--- config.mk ---
export PLATFORM = sky130hd
export DESIGN_NAME = rv32_core
export DESIGN_NICKNAME = d
export VERILOG_FILES = /design/src/rv32_pkg.sv /design/src/rv32_alu.sv /design/src/rv32_control.sv /design/src/rv32_core.sv /design/src/rv32_decoder.sv /design/src/rv32_regfile.sv
export SDC_FILE = /design/constraint.sdc
export NUM_CORES = 2
export LEC_CHECK = 0
export BUFFER_PORTS_ARGS = -buffer_cell sky130_fd_sc_hd__buf_2
export CORE_MARGIN = 8
export CORE_UTILIZATION = 30
export CTS_BUF_LIST = sky130_fd_sc_hd__clkbuf_4 sky130_fd_sc_hd__clkbuf_8
export DETAILED_ROUTE_END_ITERATION = 10
export HOLD_SLACK_MARGIN = 0.02
export PLACE_DENSITY = 0.43
export SYNTH_ARGS = -nofsm -noshare
export SYNTH_HDL_FRONTEND = slang
export SYNTH_SLANG_ARGS = --single-unit
--- constraint.sdc ---
create_clock -name clk -period 6.82 [get_ports clk]
set_input_delay 0 -clock clk [delete_from_list [all_inputs] [get_ports clk]]
set_output_delay 0 -clock clk [all_outputs]
set_load 0.005 [all_outputs]
--- src/rv32_pkg.sv ---
package rv32_pkg;

  localparam int xlen = 32;

  typedef logic [xlen-1:0] word_t;  // data word or byte address
  typedef logic [4:0]      reg_addr_t;
  typedef logic [6:0]      opcode_t;

  // major opcodes of the kept instruction set
  localparam opcode_t op_lui    = 7'b0110111;
  localparam opcode_t op_jal    = 7'b1101111;
  localparam opcode_t op_jalr   = 7'b1100111;
  localparam opcode_t op_branch = 7'b1100011;
  localparam opcode_t op_load   = 7'b0000011;
  localparam opcode_t op_store  = 7'b0100011;
  localparam opcode_t op_imm    = 7'b0010011;
  localparam opcode_t op_reg    = 7'b0110011;

  // funct3 of the alu instructions
  localparam logic [2:0] f3_add  = 3'b000;  // add, sub, addi
  localparam logic [2:0] f3_sll  = 3'b001;
  localparam logic [2:0] f3_slt  = 3'b010;
  localparam logic [2:0] f3_sltu = 3'b011;
  localparam logic [2:0] f3_xor  = 3'b100;
  localparam logic [2:0] f3_srl  = 3'b101;  // srl and sra split by bit 30
  localparam logic [2:0] f3_or   = 3'b110;
  localparam logic [2:0] f3_and  = 3'b111;

  // funct3 of the conditional branches
  localparam logic [2:0] f3_beq  = 3'b000;
  localparam logic [2:0] f3_bne  = 3'b001;
  localparam logic [2:0] f3_blt  = 3'b100;
  localparam logic [2:0] f3_bge  = 3'b101;
  localparam logic [2:0] f3_bltu = 3'b110;
  localparam logic [2:0] f3_bgeu = 3'b111;

  typedef enum logic [3:0] {
    alu_add, alu_sub, alu_sll, alu_slt, alu_sltu,
    alu_xor, alu_srl, alu_sra, alu_or, alu_and,
    alu_pass_b  // lui passes the u immediate through
  } alu_op_t;

  typedef enum logic [2:0] {
    cls_alu, cls_lui, cls_load, cls_store,
    cls_branch, cls_jal, cls_jalr, cls_nop
  } instr_class_t;

  typedef enum logic [2:0] {
    st_fetch, st_decode, st_execute, st_memory, st_writeback
  } ctrl_state_t;

  typedef enum logic [1:0] {wb_alu, wb_mem, wb_link} wb_sel_t;

endpackage

--- src/rv32_alu.sv ---
`timescale 1ns/1ps

module rv32_alu import rv32_pkg::*; (
  input  word_t      a,
  input  word_t      b,
  input  alu_op_t    op,
  input  word_t      cmp_a,
  input  word_t      cmp_b,
  input  logic [2:0] funct3,
  output word_t      result,
  output logic       branch_taken
);

  logic [4:0] shamt;

  assign shamt = b[4:0];

  always_comb begin
    unique case (op)
      alu_add:    result = a + b;
      alu_sub:    result = a - b;
      alu_sll:    result = a << shamt;
      alu_slt:    result = word_t'($signed(a) < $signed(b));
      alu_sltu:   result = word_t'(a < b);
      alu_xor:    result = a ^ b;
      alu_srl:    result = a >> shamt;
      alu_sra:    result = word_t'($signed(a) >>> shamt);
      alu_or:     result = a | b;
      alu_and:    result = a & b;
      alu_pass_b: result = b;
      default:    result = '0;
    endcase
  end

  // separate comparator so the target add runs alongside
  always_comb begin
    unique case (funct3)
      f3_beq:  branch_taken = (cmp_a == cmp_b);
      f3_bne:  branch_taken = (cmp_a != cmp_b);
      f3_blt:  branch_taken = ($signed(cmp_a) < $signed(cmp_b));
      f3_bge:  branch_taken = ($signed(cmp_a) >= $signed(cmp_b));
      f3_bltu: branch_taken = (cmp_a < cmp_b);
      f3_bgeu: branch_taken = (cmp_a >= cmp_b);
      default: branch_taken = 1'b0;  // reserved encodings fall through
    endcase
  end

endmodule

--- src/rv32_control.sv ---
`timescale 1ns/1ps

module rv32_control import rv32_pkg::*; (
  input  logic         clk,
  input  logic         rst,
  input  logic         ena,
  input  instr_class_t instr_class,
  input  logic         branch_taken,
  output logic         instr_load,
  output logic         operand_load,
  output logic         result_load,
  output logic         mem_data_load,
  output logic         pc_load,
  output logic         pc_jump,
  output logic         reg_write,
  output logic         mem_wr_ena,
  output logic         addr_sel,
  output wb_sel_t      wb_sel
);

  ctrl_state_t state;
  ctrl_state_t state_next;
  logic        taken_q;  // branch outcome held from execute
  logic        is_mem;
  logic        writes_rd;

  assign is_mem    = (instr_class == cls_load) || (instr_class == cls_store);
  assign writes_rd = instr_class inside {cls_alu, cls_lui, cls_load, cls_jal, cls_jalr};

  always_comb begin
    state_next = state;
    unique case (state)
      st_fetch:     state_next = st_decode;
      st_decode:    state_next = st_execute;
      st_execute:   state_next = is_mem ? st_memory : st_writeback;
      st_memory:    state_next = st_writeback;
      st_writeback: state_next = st_fetch;
      default:      state_next = st_fetch;
    endcase
  end

  always_ff @(posedge clk) begin
    if (rst) begin
      state   <= st_fetch;
      taken_q <= 1'b0;
    end else if (ena) begin
      state <= state_next;
      if (state == st_execute) begin
        taken_q <= branch_taken;
      end
    end
  end

  // latch enables only fire on enabled cycles
  always_comb begin
    instr_load    = ena && (state == st_fetch);
    operand_load  = ena && (state == st_decode);
    result_load   = ena && (state == st_execute);
    mem_data_load = ena && (state == st_memory) && (instr_class == cls_load);
    mem_wr_ena    = ena && (state == st_memory) && (instr_class == cls_store);
    pc_load       = ena && (state == st_writeback);
    reg_write     = ena && (state == st_writeback) && writes_rd;
  end

  always_comb begin
    addr_sel = (state == st_memory);  // result latch drives the address
    pc_jump  = 1'b0;
    if (state == st_writeback) begin
      pc_jump = (instr_class == cls_jal) || (instr_class == cls_jalr) ||
                (instr_class == cls_branch && taken_q);
    end
  end

  always_comb begin
    unique case (instr_class)
      cls_load:          wb_sel = wb_mem;
      cls_jal, cls_jalr: wb_sel = wb_link;  // rd gets pc + 4
      default:           wb_sel = wb_alu;
    endcase
  end

endmodule

--- src/rv32_core.sv ---
`timescale 1ns/1ps

module rv32_core import rv32_pkg::*; #(
  parameter word_t pc_reset = '0
) (
  input  logic  clk,
  input  logic  rst,
  input  logic  ena,
  output word_t mem_addr,
  output word_t mem_wr_data,
  output logic  mem_wr_ena,
  input  word_t mem_rd_data,
  output word_t pc
);

  logic         instr_load, operand_load, result_load, mem_data_load;
  logic         pc_load, pc_jump, reg_write, addr_sel;
  wb_sel_t      wb_sel;
  instr_class_t instr_class;
  alu_op_t      alu_op;
  reg_addr_t    rs1, rs2, rd;
  word_t        imm;
  logic         use_pc, use_imm;
  logic         branch_taken;

  word_t instr_q;     // instruction latch
  word_t rs1_q;       // operand latches
  word_t rs2_q;
  word_t result_q;
  word_t mem_data_q;  // load data
  word_t rs1_data, rs2_data;
  word_t alu_a, alu_b, alu_result;
  word_t pc_plus4, target, wb_data;

  always_ff @(posedge clk) begin
    if (rst) begin
      pc <= pc_reset;
    end else if (pc_load) begin
      pc <= pc_jump ? target : pc_plus4;
    end
  end

  always_ff @(posedge clk) begin
    if (instr_load)    instr_q    <= mem_rd_data;
    if (operand_load)  rs1_q      <= rs1_data;
    if (operand_load)  rs2_q      <= rs2_data;
    if (result_load)   result_q   <= alu_result;
    if (mem_data_load) mem_data_q <= mem_rd_data;
  end

  assign alu_a    = use_pc ? pc : rs1_q;
  assign alu_b    = use_imm ? imm : rs2_q;
  assign pc_plus4 = pc + 32'd4;  // link value and sequential pc
  assign target   = (instr_class == cls_jalr) ? {result_q[31:1], 1'b0} : result_q;

  always_comb begin
    unique case (wb_sel)
      wb_mem:  wb_data = mem_data_q;
      wb_link: wb_data = pc_plus4;
      default: wb_data = result_q;
    endcase
  end

  assign mem_addr    = addr_sel ? result_q : pc;
  assign mem_wr_data = rs2_q;

  rv32_control control_i (
    .clk(clk), .rst(rst), .ena(ena),
    .instr_class(instr_class), .branch_taken(branch_taken),
    .instr_load(instr_load), .operand_load(operand_load),
    .result_load(result_load), .mem_data_load(mem_data_load),
    .pc_load(pc_load), .pc_jump(pc_jump), .reg_write(reg_write),
    .mem_wr_ena(mem_wr_ena), .addr_sel(addr_sel), .wb_sel(wb_sel)
  );

  rv32_decoder decoder_i (
    .instr(instr_q), .instr_class(instr_class), .alu_op(alu_op),
    .rs1(rs1), .rs2(rs2), .rd(rd), .imm(imm),
    .use_pc(use_pc), .use_imm(use_imm)
  );

  rv32_regfile regfile_i (
    .clk(clk), .wr_ena(reg_write), .wr_addr(rd), .wr_data(wb_data),
    .rd_addr0(rs1), .rd_addr1(rs2), .rd_data0(rs1_data), .rd_data1(rs2_data)
  );

  rv32_alu alu_i (
    .a(alu_a), .b(alu_b), .op(alu_op),
    .cmp_a(rs1_q), .cmp_b(rs2_q), .funct3(instr_q[14:12]),
    .result(alu_result), .branch_taken(branch_taken)
  );

endmodule

--- src/rv32_decoder.sv ---
`timescale 1ns/1ps

module rv32_decoder import rv32_pkg::*; (
  input  word_t        instr,
  output instr_class_t instr_class,
  output alu_op_t      alu_op,
  output reg_addr_t    rs1,
  output reg_addr_t    rs2,
  output reg_addr_t    rd,
  output word_t        imm,
  output logic         use_pc,
  output logic         use_imm
);

  opcode_t    opcode;
  logic [2:0] funct3;
  logic       alt;  // bit 30 picks sub and sra
  alu_op_t    arith_op;

  assign opcode = instr[6:0];
  assign funct3 = instr[14:12];
  assign alt    = instr[30];
  assign rs1    = instr[19:15];
  assign rs2    = instr[24:20];
  assign rd     = instr[11:7];

  always_comb begin
    unique case (funct3)
      f3_add:  arith_op = (alt && opcode == op_reg) ? alu_sub : alu_add;  // no subi
      f3_sll:  arith_op = alu_sll;
      f3_slt:  arith_op = alu_slt;
      f3_sltu: arith_op = alu_sltu;
      f3_xor:  arith_op = alu_xor;
      f3_srl:  arith_op = alt ? alu_sra : alu_srl;
      f3_or:   arith_op = alu_or;
      f3_and:  arith_op = alu_and;
      default: arith_op = alu_add;
    endcase
  end

  always_comb begin
    instr_class = cls_nop;
    alu_op      = alu_add;  // address and target adds
    imm         = '0;
    use_pc      = 1'b0;
    use_imm     = 1'b1;
    unique case (opcode)
      op_reg: begin
        instr_class = cls_alu;
        alu_op      = arith_op;
        use_imm     = 1'b0;
      end
      op_imm: begin
        instr_class = cls_alu;
        alu_op      = arith_op;
        imm         = {{20{instr[31]}}, instr[31:20]};
      end
      op_lui: begin
        instr_class = cls_lui;
        alu_op      = alu_pass_b;
        imm         = {instr[31:12], 12'b0};
      end
      op_load: begin
        instr_class = cls_load;
        imm         = {{20{instr[31]}}, instr[31:20]};
      end
      op_store: begin
        instr_class = cls_store;
        imm         = {{20{instr[31]}}, instr[31:25], instr[11:7]};
      end
      op_branch: begin
        instr_class = cls_branch;
        use_pc      = 1'b1;
        imm = {{19{instr[31]}}, instr[31], instr[7], instr[30:25], instr[11:8], 1'b0};
      end
      op_jal: begin
        instr_class = cls_jal;
        use_pc      = 1'b1;
        imm = {{11{instr[31]}}, instr[31], instr[19:12], instr[20], instr[30:21], 1'b0};
      end
      op_jalr: begin
        instr_class = cls_jalr;
        imm         = {{20{instr[31]}}, instr[31:20]};
      end
      default: instr_class = cls_nop;  // retires with pc + 4
    endcase
  end

endmodule

--- src/rv32_regfile.sv ---
`timescale 1ns/1ps

module rv32_regfile import rv32_pkg::*; (
  input  logic      clk,
  input  logic      wr_ena,
  input  reg_addr_t wr_addr,
  input  word_t     wr_data,
  input  reg_addr_t rd_addr0,
  input  reg_addr_t rd_addr1,
  output word_t     rd_data0,
  output word_t     rd_data1
);

  word_t regs [32];

  always_ff @(posedge clk) begin
    if (wr_ena && wr_addr != '0) begin
      regs[wr_addr] <= wr_data;
    end
  end

  // x0 is hardwired to zero
  always_comb begin
    rd_data0 = (rd_addr0 == '0) ? '0 : regs[rd_addr0];
    rd_data1 = (rd_addr1 == '0) ? '0 : regs[rd_addr1];
  end

endmodule

[Yosys cells after proc, flatten, opt, wreduce, memory -nomap -nowiden]
Memories as Yosys holds them, arrays and structs flattened. A register that Yosys moved wholly into a read port is not among the register bits.
Cells that the tools add are included.
Storage, ports and cells
  memory bits (writable): 1024
  bits in read-only memories: 0
  bits in latches: 0
  logic and storage cells: 109
  memories kept: 1
  output and inout bits: 97
  register bits: 132
Operators by class
  multiplexer cells: 21
  reduce and logical (&&, ||, !) cells: 27
  $lt $le $gt $ge: 6
  equal/unequal tests: 39
  $mul: 0
  shift operators: 3
  add/subtract/negate cells: 3
  bitwise operators: 3
  div/mod/pow operators: 0
Memory list
  regfile_i.regs: depth 32, bits a word 32, read ports 2, clocked after memory_dff 2, write ports 1, RTL line rv32_regfile.sv:14  | word_t regs [32];
Operator list (count)
  $pmux 32 s11: 1
  $pmux 32 s5: 1
  $lt 32x32->1: 4
  $mux 32: 4
  $ge 32x32->1: 2
  $pmux 32 s2: 1
  $add 32x3->32 const B: 1
  $add 32x32->32: 1
  $and 32x32->32: 1
  $eq 32x32->1: 1
  $ne 32x32->1: 1
  $or 32x32->32: 1
  $pmux 4 s8: 1
  $shl 32x5->32: 1
  $shr 32x5->32: 1
  $sshr 32x5->32: 1
  $sub 32x32->32: 1
  $xor 32x32->32: 1
  $eq 3x3->1 const B: 8
  $eq 7x6->1 const B: 3
  $eq 7x7->1 const B: 3
  $pmux 3 s7: 1
  $eq 3x2->1 const B: 6
  $eq 4x3->1 const B: 4
  other kinds (23): 52

[Logic depth before layout (Yosys ltp)]
  depth after elaboration: 9
  gate-level depth with buffers: 22
  mapped depth without buffers: 18

[By module]
From an unflattened synthesis, not the netlist that was laid out.
Unflattened totals
  cell total of the unflattened synthesis: 4945
  area, all modules: 67877.6 µm²
Modules (own cells, without submodules)
  rv32_regfile: area an instance 47929.7 µm², cells each 2564, seq. area each 30749.5 µm², times used 1
  rv32_alu: area an instance 9753.1 µm², cells each 1527, seq. area each 0.0 µm², times used 1
  rv32_core: area an instance 8978.6 µm², cells each 674, seq. area each 5445.2 µm², times used 1
  rv32_decoder: area an instance 908.4 µm², cells each 140, seq. area each 0.0 µm², times used 1
  rv32_control: area an instance 307.8 µm², cells each 40, seq. area each 80.1 µm², times used 1

[Least setup slack after synthesis]
OpenSTA, ideal clock, no wires.
  path kind: reg2reg
  from: reg control_i.state[0]
  to: reg rs2_q[0] (netlist: mem_wr_data[0]) (read register of regfile_i.regs), enable pin
  arrival time: 5.255 ns
  required time: 6.242 ns
  setup time: 0.578 ns
  cell stages (with the launch flop): 3
  path slack: 0.987 ns
  path through: dfxtp_1 clkbuf_1 nor3b_1
Between the ends
  cells in the longest elaborated chain, start to end: 2
Ends and longest elaborated chain
  from (decl): RTL line rv32_control.sv:21  | ctrl_state_t state;
  from (signal assigned): RTL line rv32_control.sv:44  | state <= st_fetch;
  from (signal assigned): RTL line rv32_control.sv:47  | state <= state_next;
  $eq 3x1->1: RTL line rv32_control.sv:57  | operand_load = ena && (state == st_decode);
  $logic_and 1x1->1: RTL line rv32_control.sv:57
  via control_i.operand_load: RTL line rv32_control.sv:10  | output logic operand_load,
  to (decl): RTL line rv32_core.sv:28  | word_t rs2_q;
The timed path passes the listed nets, and every way through them passes these cells.
A chain may end at the register's enable or synchronous reset.

[Worst setup path in the final report]
  from: reg instr_q[5]
  to: reg result_q[28], data pin
Between the ends
  cells in the longest elaborated chain, start to end: 7
Ends and longest elaborated chain
  from (decl): RTL line rv32_core.sv:26  | word_t instr_q;
  from (signal assigned): RTL line rv32_core.sv:44  | if (instr_load) instr_q <= mem_rd_data;
  parallel branches: the longest is 6 deep, another holds $sub 32x32->32
  $pmux 32 s11 (*): RTL line rv32_alu.sv:19  | unique case (op)
  via alu_i.result[28]: RTL line rv32_alu.sv:10  | output word_t result,
  to (signal assigned): RTL line rv32_core.sv:47  | if (result_load) result_q <= alu_result;
  to (decl): RTL line rv32_core.sv:29  | word_t result_q;
Mark *: on every way through the listed nets, which the timed path passes.

==> impl_metrics.ini <==
[timing]
finalHoldWorstSlack_ps = 222
setup_tns_ps = 0
fmax_mhz = 161
tightest_slew_ps = 1330
slew_viol_final = 0
finalHoldViolations = 0
fin_crit_sh_pct = 90.9
slew_headroom_pct = 11.1
skew_ps = 83.9
worst_slack_ps = 618
min_period_ps = 6200
grt_setup_unrepaired = no
setup_viol = 0

[setup_path]
cp_max_fo = 14
cp-end-kind = register
critPathLaunchType = register
worstPathArrival_ps = 6930
worstSetupPathType = register to register
required_ps = 7550

[cells_and_area]
stdcell_count = 8176
fin_nets = 5183
drive_above_1_share_pct = 28.3
area_delta_synth_final_pct = 15.6
fin_area_um2 = 77800

[place]
io_buffers = 131
dp.final_hpwl_um = 217000
post-place-cells = 7710
gp_congestion = 1.02
dpl_worst_slack_ps = 868
place_area_um2 = 72800

[detailed_routing]
vias_per_cell = 5.98
wire_per_inst_um = 39.4
ant_nets = 0
drtIter0Drc = 5963
drc = 0
routed_wl_um = 322000
first_pass_iters = 5
vias = 48900

[grt]
top_usage_layer = met2
grt.overflow.total = 0
use_met2_pct = 41.4
grt_use_met3_pct = 4.56
grt_max_degree = 109
grt_pass1_vias = 48600
antenna_found_initial = 31
use_met1_pct = 34.7
track_usage_pct = 26.1
grt_first_pass_wirelength_um = 432000

[status]
run_status = completed

[floorplan]
die_area_um2 = 240000
rows = 174
die_h_um = 490
core_area_um2 = 224000
io_pins = 132
die_w_um = 490
start_util_pct = 30.1

[hold_path]
hold_class = primary input to register

[cts]
path_clk_slew_ps = 60
cts_max_path_buffers = 3
cts_max_level = 4
root_buffer = clkbuf_8
clk_latency_ps = 1010
clock-sinks = 1220
cts_tree = done
post_cts_buffers = 0
cts_buffers = 215

[synth]
ys_seq_area_share_pct = 53.9
async_reset_ff_share_pct = 0
syn_inst = 4706
synthFlopType = edfxtp_1
yosys_warnings = 0
synth_area_um2 = 67300
synth_seq_cells = 1220
synth_edf_count = 1184
syn_avg_cell_area_um2 = 14.3
ys_types = 109

[power_and_ir_drop]
power.density_nw_per_um2 = 225
p_leak_nw = 26.2
peakVddDrop_mv = 0.197

[run]
max_cap_viol_count = 0
worst max-delay path: stages, from the launching register on:
cell and delay, ps:
edfxtp_1 540, and3b_1 230, buf_4 180, and3_1 330, nor2_1 190, nand2_1 380
o21ai_0 360, nor2_1 80, a221o_1 420, ha_1 530, a21oi_1 190, o21bai_1 70
a221oi_1 700, a31oi_1 350, a221o_1 480, a2111oi_0 460, nor3_1 120, xnor2_1 190
o211ai_1 110
where the power goes:
| part | internal (mW) | switching (mW) | total [mW] |
|---|---|---|---|
| Combinational | 0.841 | 1.34 | 2.19 |
| Clock | 3.66 | 3.27 | 6.94 |
| Sequential | 8.25 | 0.126 | 8.37 |
state kept, by name, indices dropped and copies added, names as in the netlist:
name / cells
regfile_i.regs: 1024
instr_q: 32
mem_data_q: 32
mem_wr_data: 32
pc: 32
result_q: 32
rs1_q: 32
control_i.state: 3
control_i.taken_q: 1
metal layers:
metal | vias up | part of all wire (%)
met1 | 26100 | 41
met5 | - | 0.027
met3 | 582 | 6.9
li1 | 19800 | -
met2 | 2489 | 46
met4 | 9 | 5.9
synthesized netlist by cell type (57+ instances only):
| master | n | area share, % |
|---|---|---|
| a221oi_1 | 74 | 0.96 |
| nand2_1 | 230 | 1.3 |
| buf_2 | 61 | 0.45 |
| ha_1 | 142 | 2.6 |
| a21oi_1 | 223 | 1.7 |
| nor3_1 | 75 | 0.56 |
| o21ai_0 | 162 | 1.2 |
| buf_1 | 70 | 0.39 |
| a211oi_1 | 68 | 0.76 |
| o22ai_1 | 66 | 0.61 |
| mux2i_1 | 170 | 2.5 |
| nand3_1 | 57 | 0.42 |
| mux2_2 | 74 | 1.2 |
| inv_1 | 163 | 0.91 |
| clkbuf_1 | 243 | 1.4 |
| edfxtp_1 | 1184 | 53 |
| nor2_1 | 341 | 1.9 |
| mux4_2 | 557 | 19 |
through the flow:
| step | util, % | total power, mW |
|---|---|---|
| floorplan | - | 9.76 |
| global placement | 32.5 | 10.7 |
| detailed placement | 32.5 | 10.7 |
| CTS | 34.7 | 17.7 |
| global route | 34.7 | 18.1 |
| finish | 34.8 | 17.5 |
cell families after synthesis:
group / Yosys count / synth area share, %
xor+xnor: 50 / 0.651
fa+ha+maj: 144 / 2.70
compound gates: 1044 / 10.9
buf+inv: 550 / 3.27
flops: 1220 / 53.9
simple gates: 895 / 6.11
other cells: 1 / 0.00557
mux: 802 / 22.4
placed cells by master (no fill, tap or decap), types with 36 or more instances in the layout:
| master | instances |
|---|---|
| nor3_1 | 70 |
| a21oi_1 | 206 |
| inv_1 | 163 |
| o21ai_0 | 148 |
| dlygate4sd3_1 | 69 |
| xnor2_1 | 41 |
| a211oi_1 | 68 |
| a21o_1 | 38 |
| mux2_2 | 74 |
| a221oi_1 | 74 |
| mux4_2 | 557 |
| o211ai_1 | 45 |
| clkbuf_4 | 57 |
| ha_1 | 141 |
| edfxtp_1 | 1184 |
| nor2_1 | 304 |
| mux2i_1 | 170 |
| nand2_1 | 227 |
| dfxtp_1 | 36 |
| nand3_1 | 56 |
| clkinv_1 | 55 |
| buf_2 | 131 |
| clkbuf_8 | 217 |
| o22ai_1 | 66 |
| o221ai_1 | 40 |
| buf_4 | 208 |
area by class of cell:
cell class	count	area, um2
Fill cell	21800	146000
Sequential cell	1220	36300
Inverter	167	629
Timing Repair Buffer	433	3410
Antenna cell	16	40.0
Multi-Input combinational cell	2967	29500
Clock inverter	107	826
Tap cell	2992	3740
Clock buffer	274	3410
worst paths after layout:
kind                                         from                               to  slack [ps]  cells after the start
setup / recovery             instr_q[5]$_DFFE_PP_           result_q[28]$_DFFE_PP_         620                     18
hold / removal                                ena  control_i.state[0]$_SDFFE_PP0P_         220                      5
setup reg to reg             instr_q[5]$_DFFE_PP_           result_q[28]$_DFFE_PP_         620                     18
hold reg to reg   control_i.state[2]$_SDFFE_PP0P_  control_i.state[2]$_SDFFE_PP0P_         580                      2
repair_timing:
item / CTS / global route
hold endpoints to repair: 204 / 0
gates resized for setup: 0 / 0
endpoints found under the setup margin: 0 / 0
hold buffers: 69 / 0
Note: power is estimated with default switching activity, not from simulation.
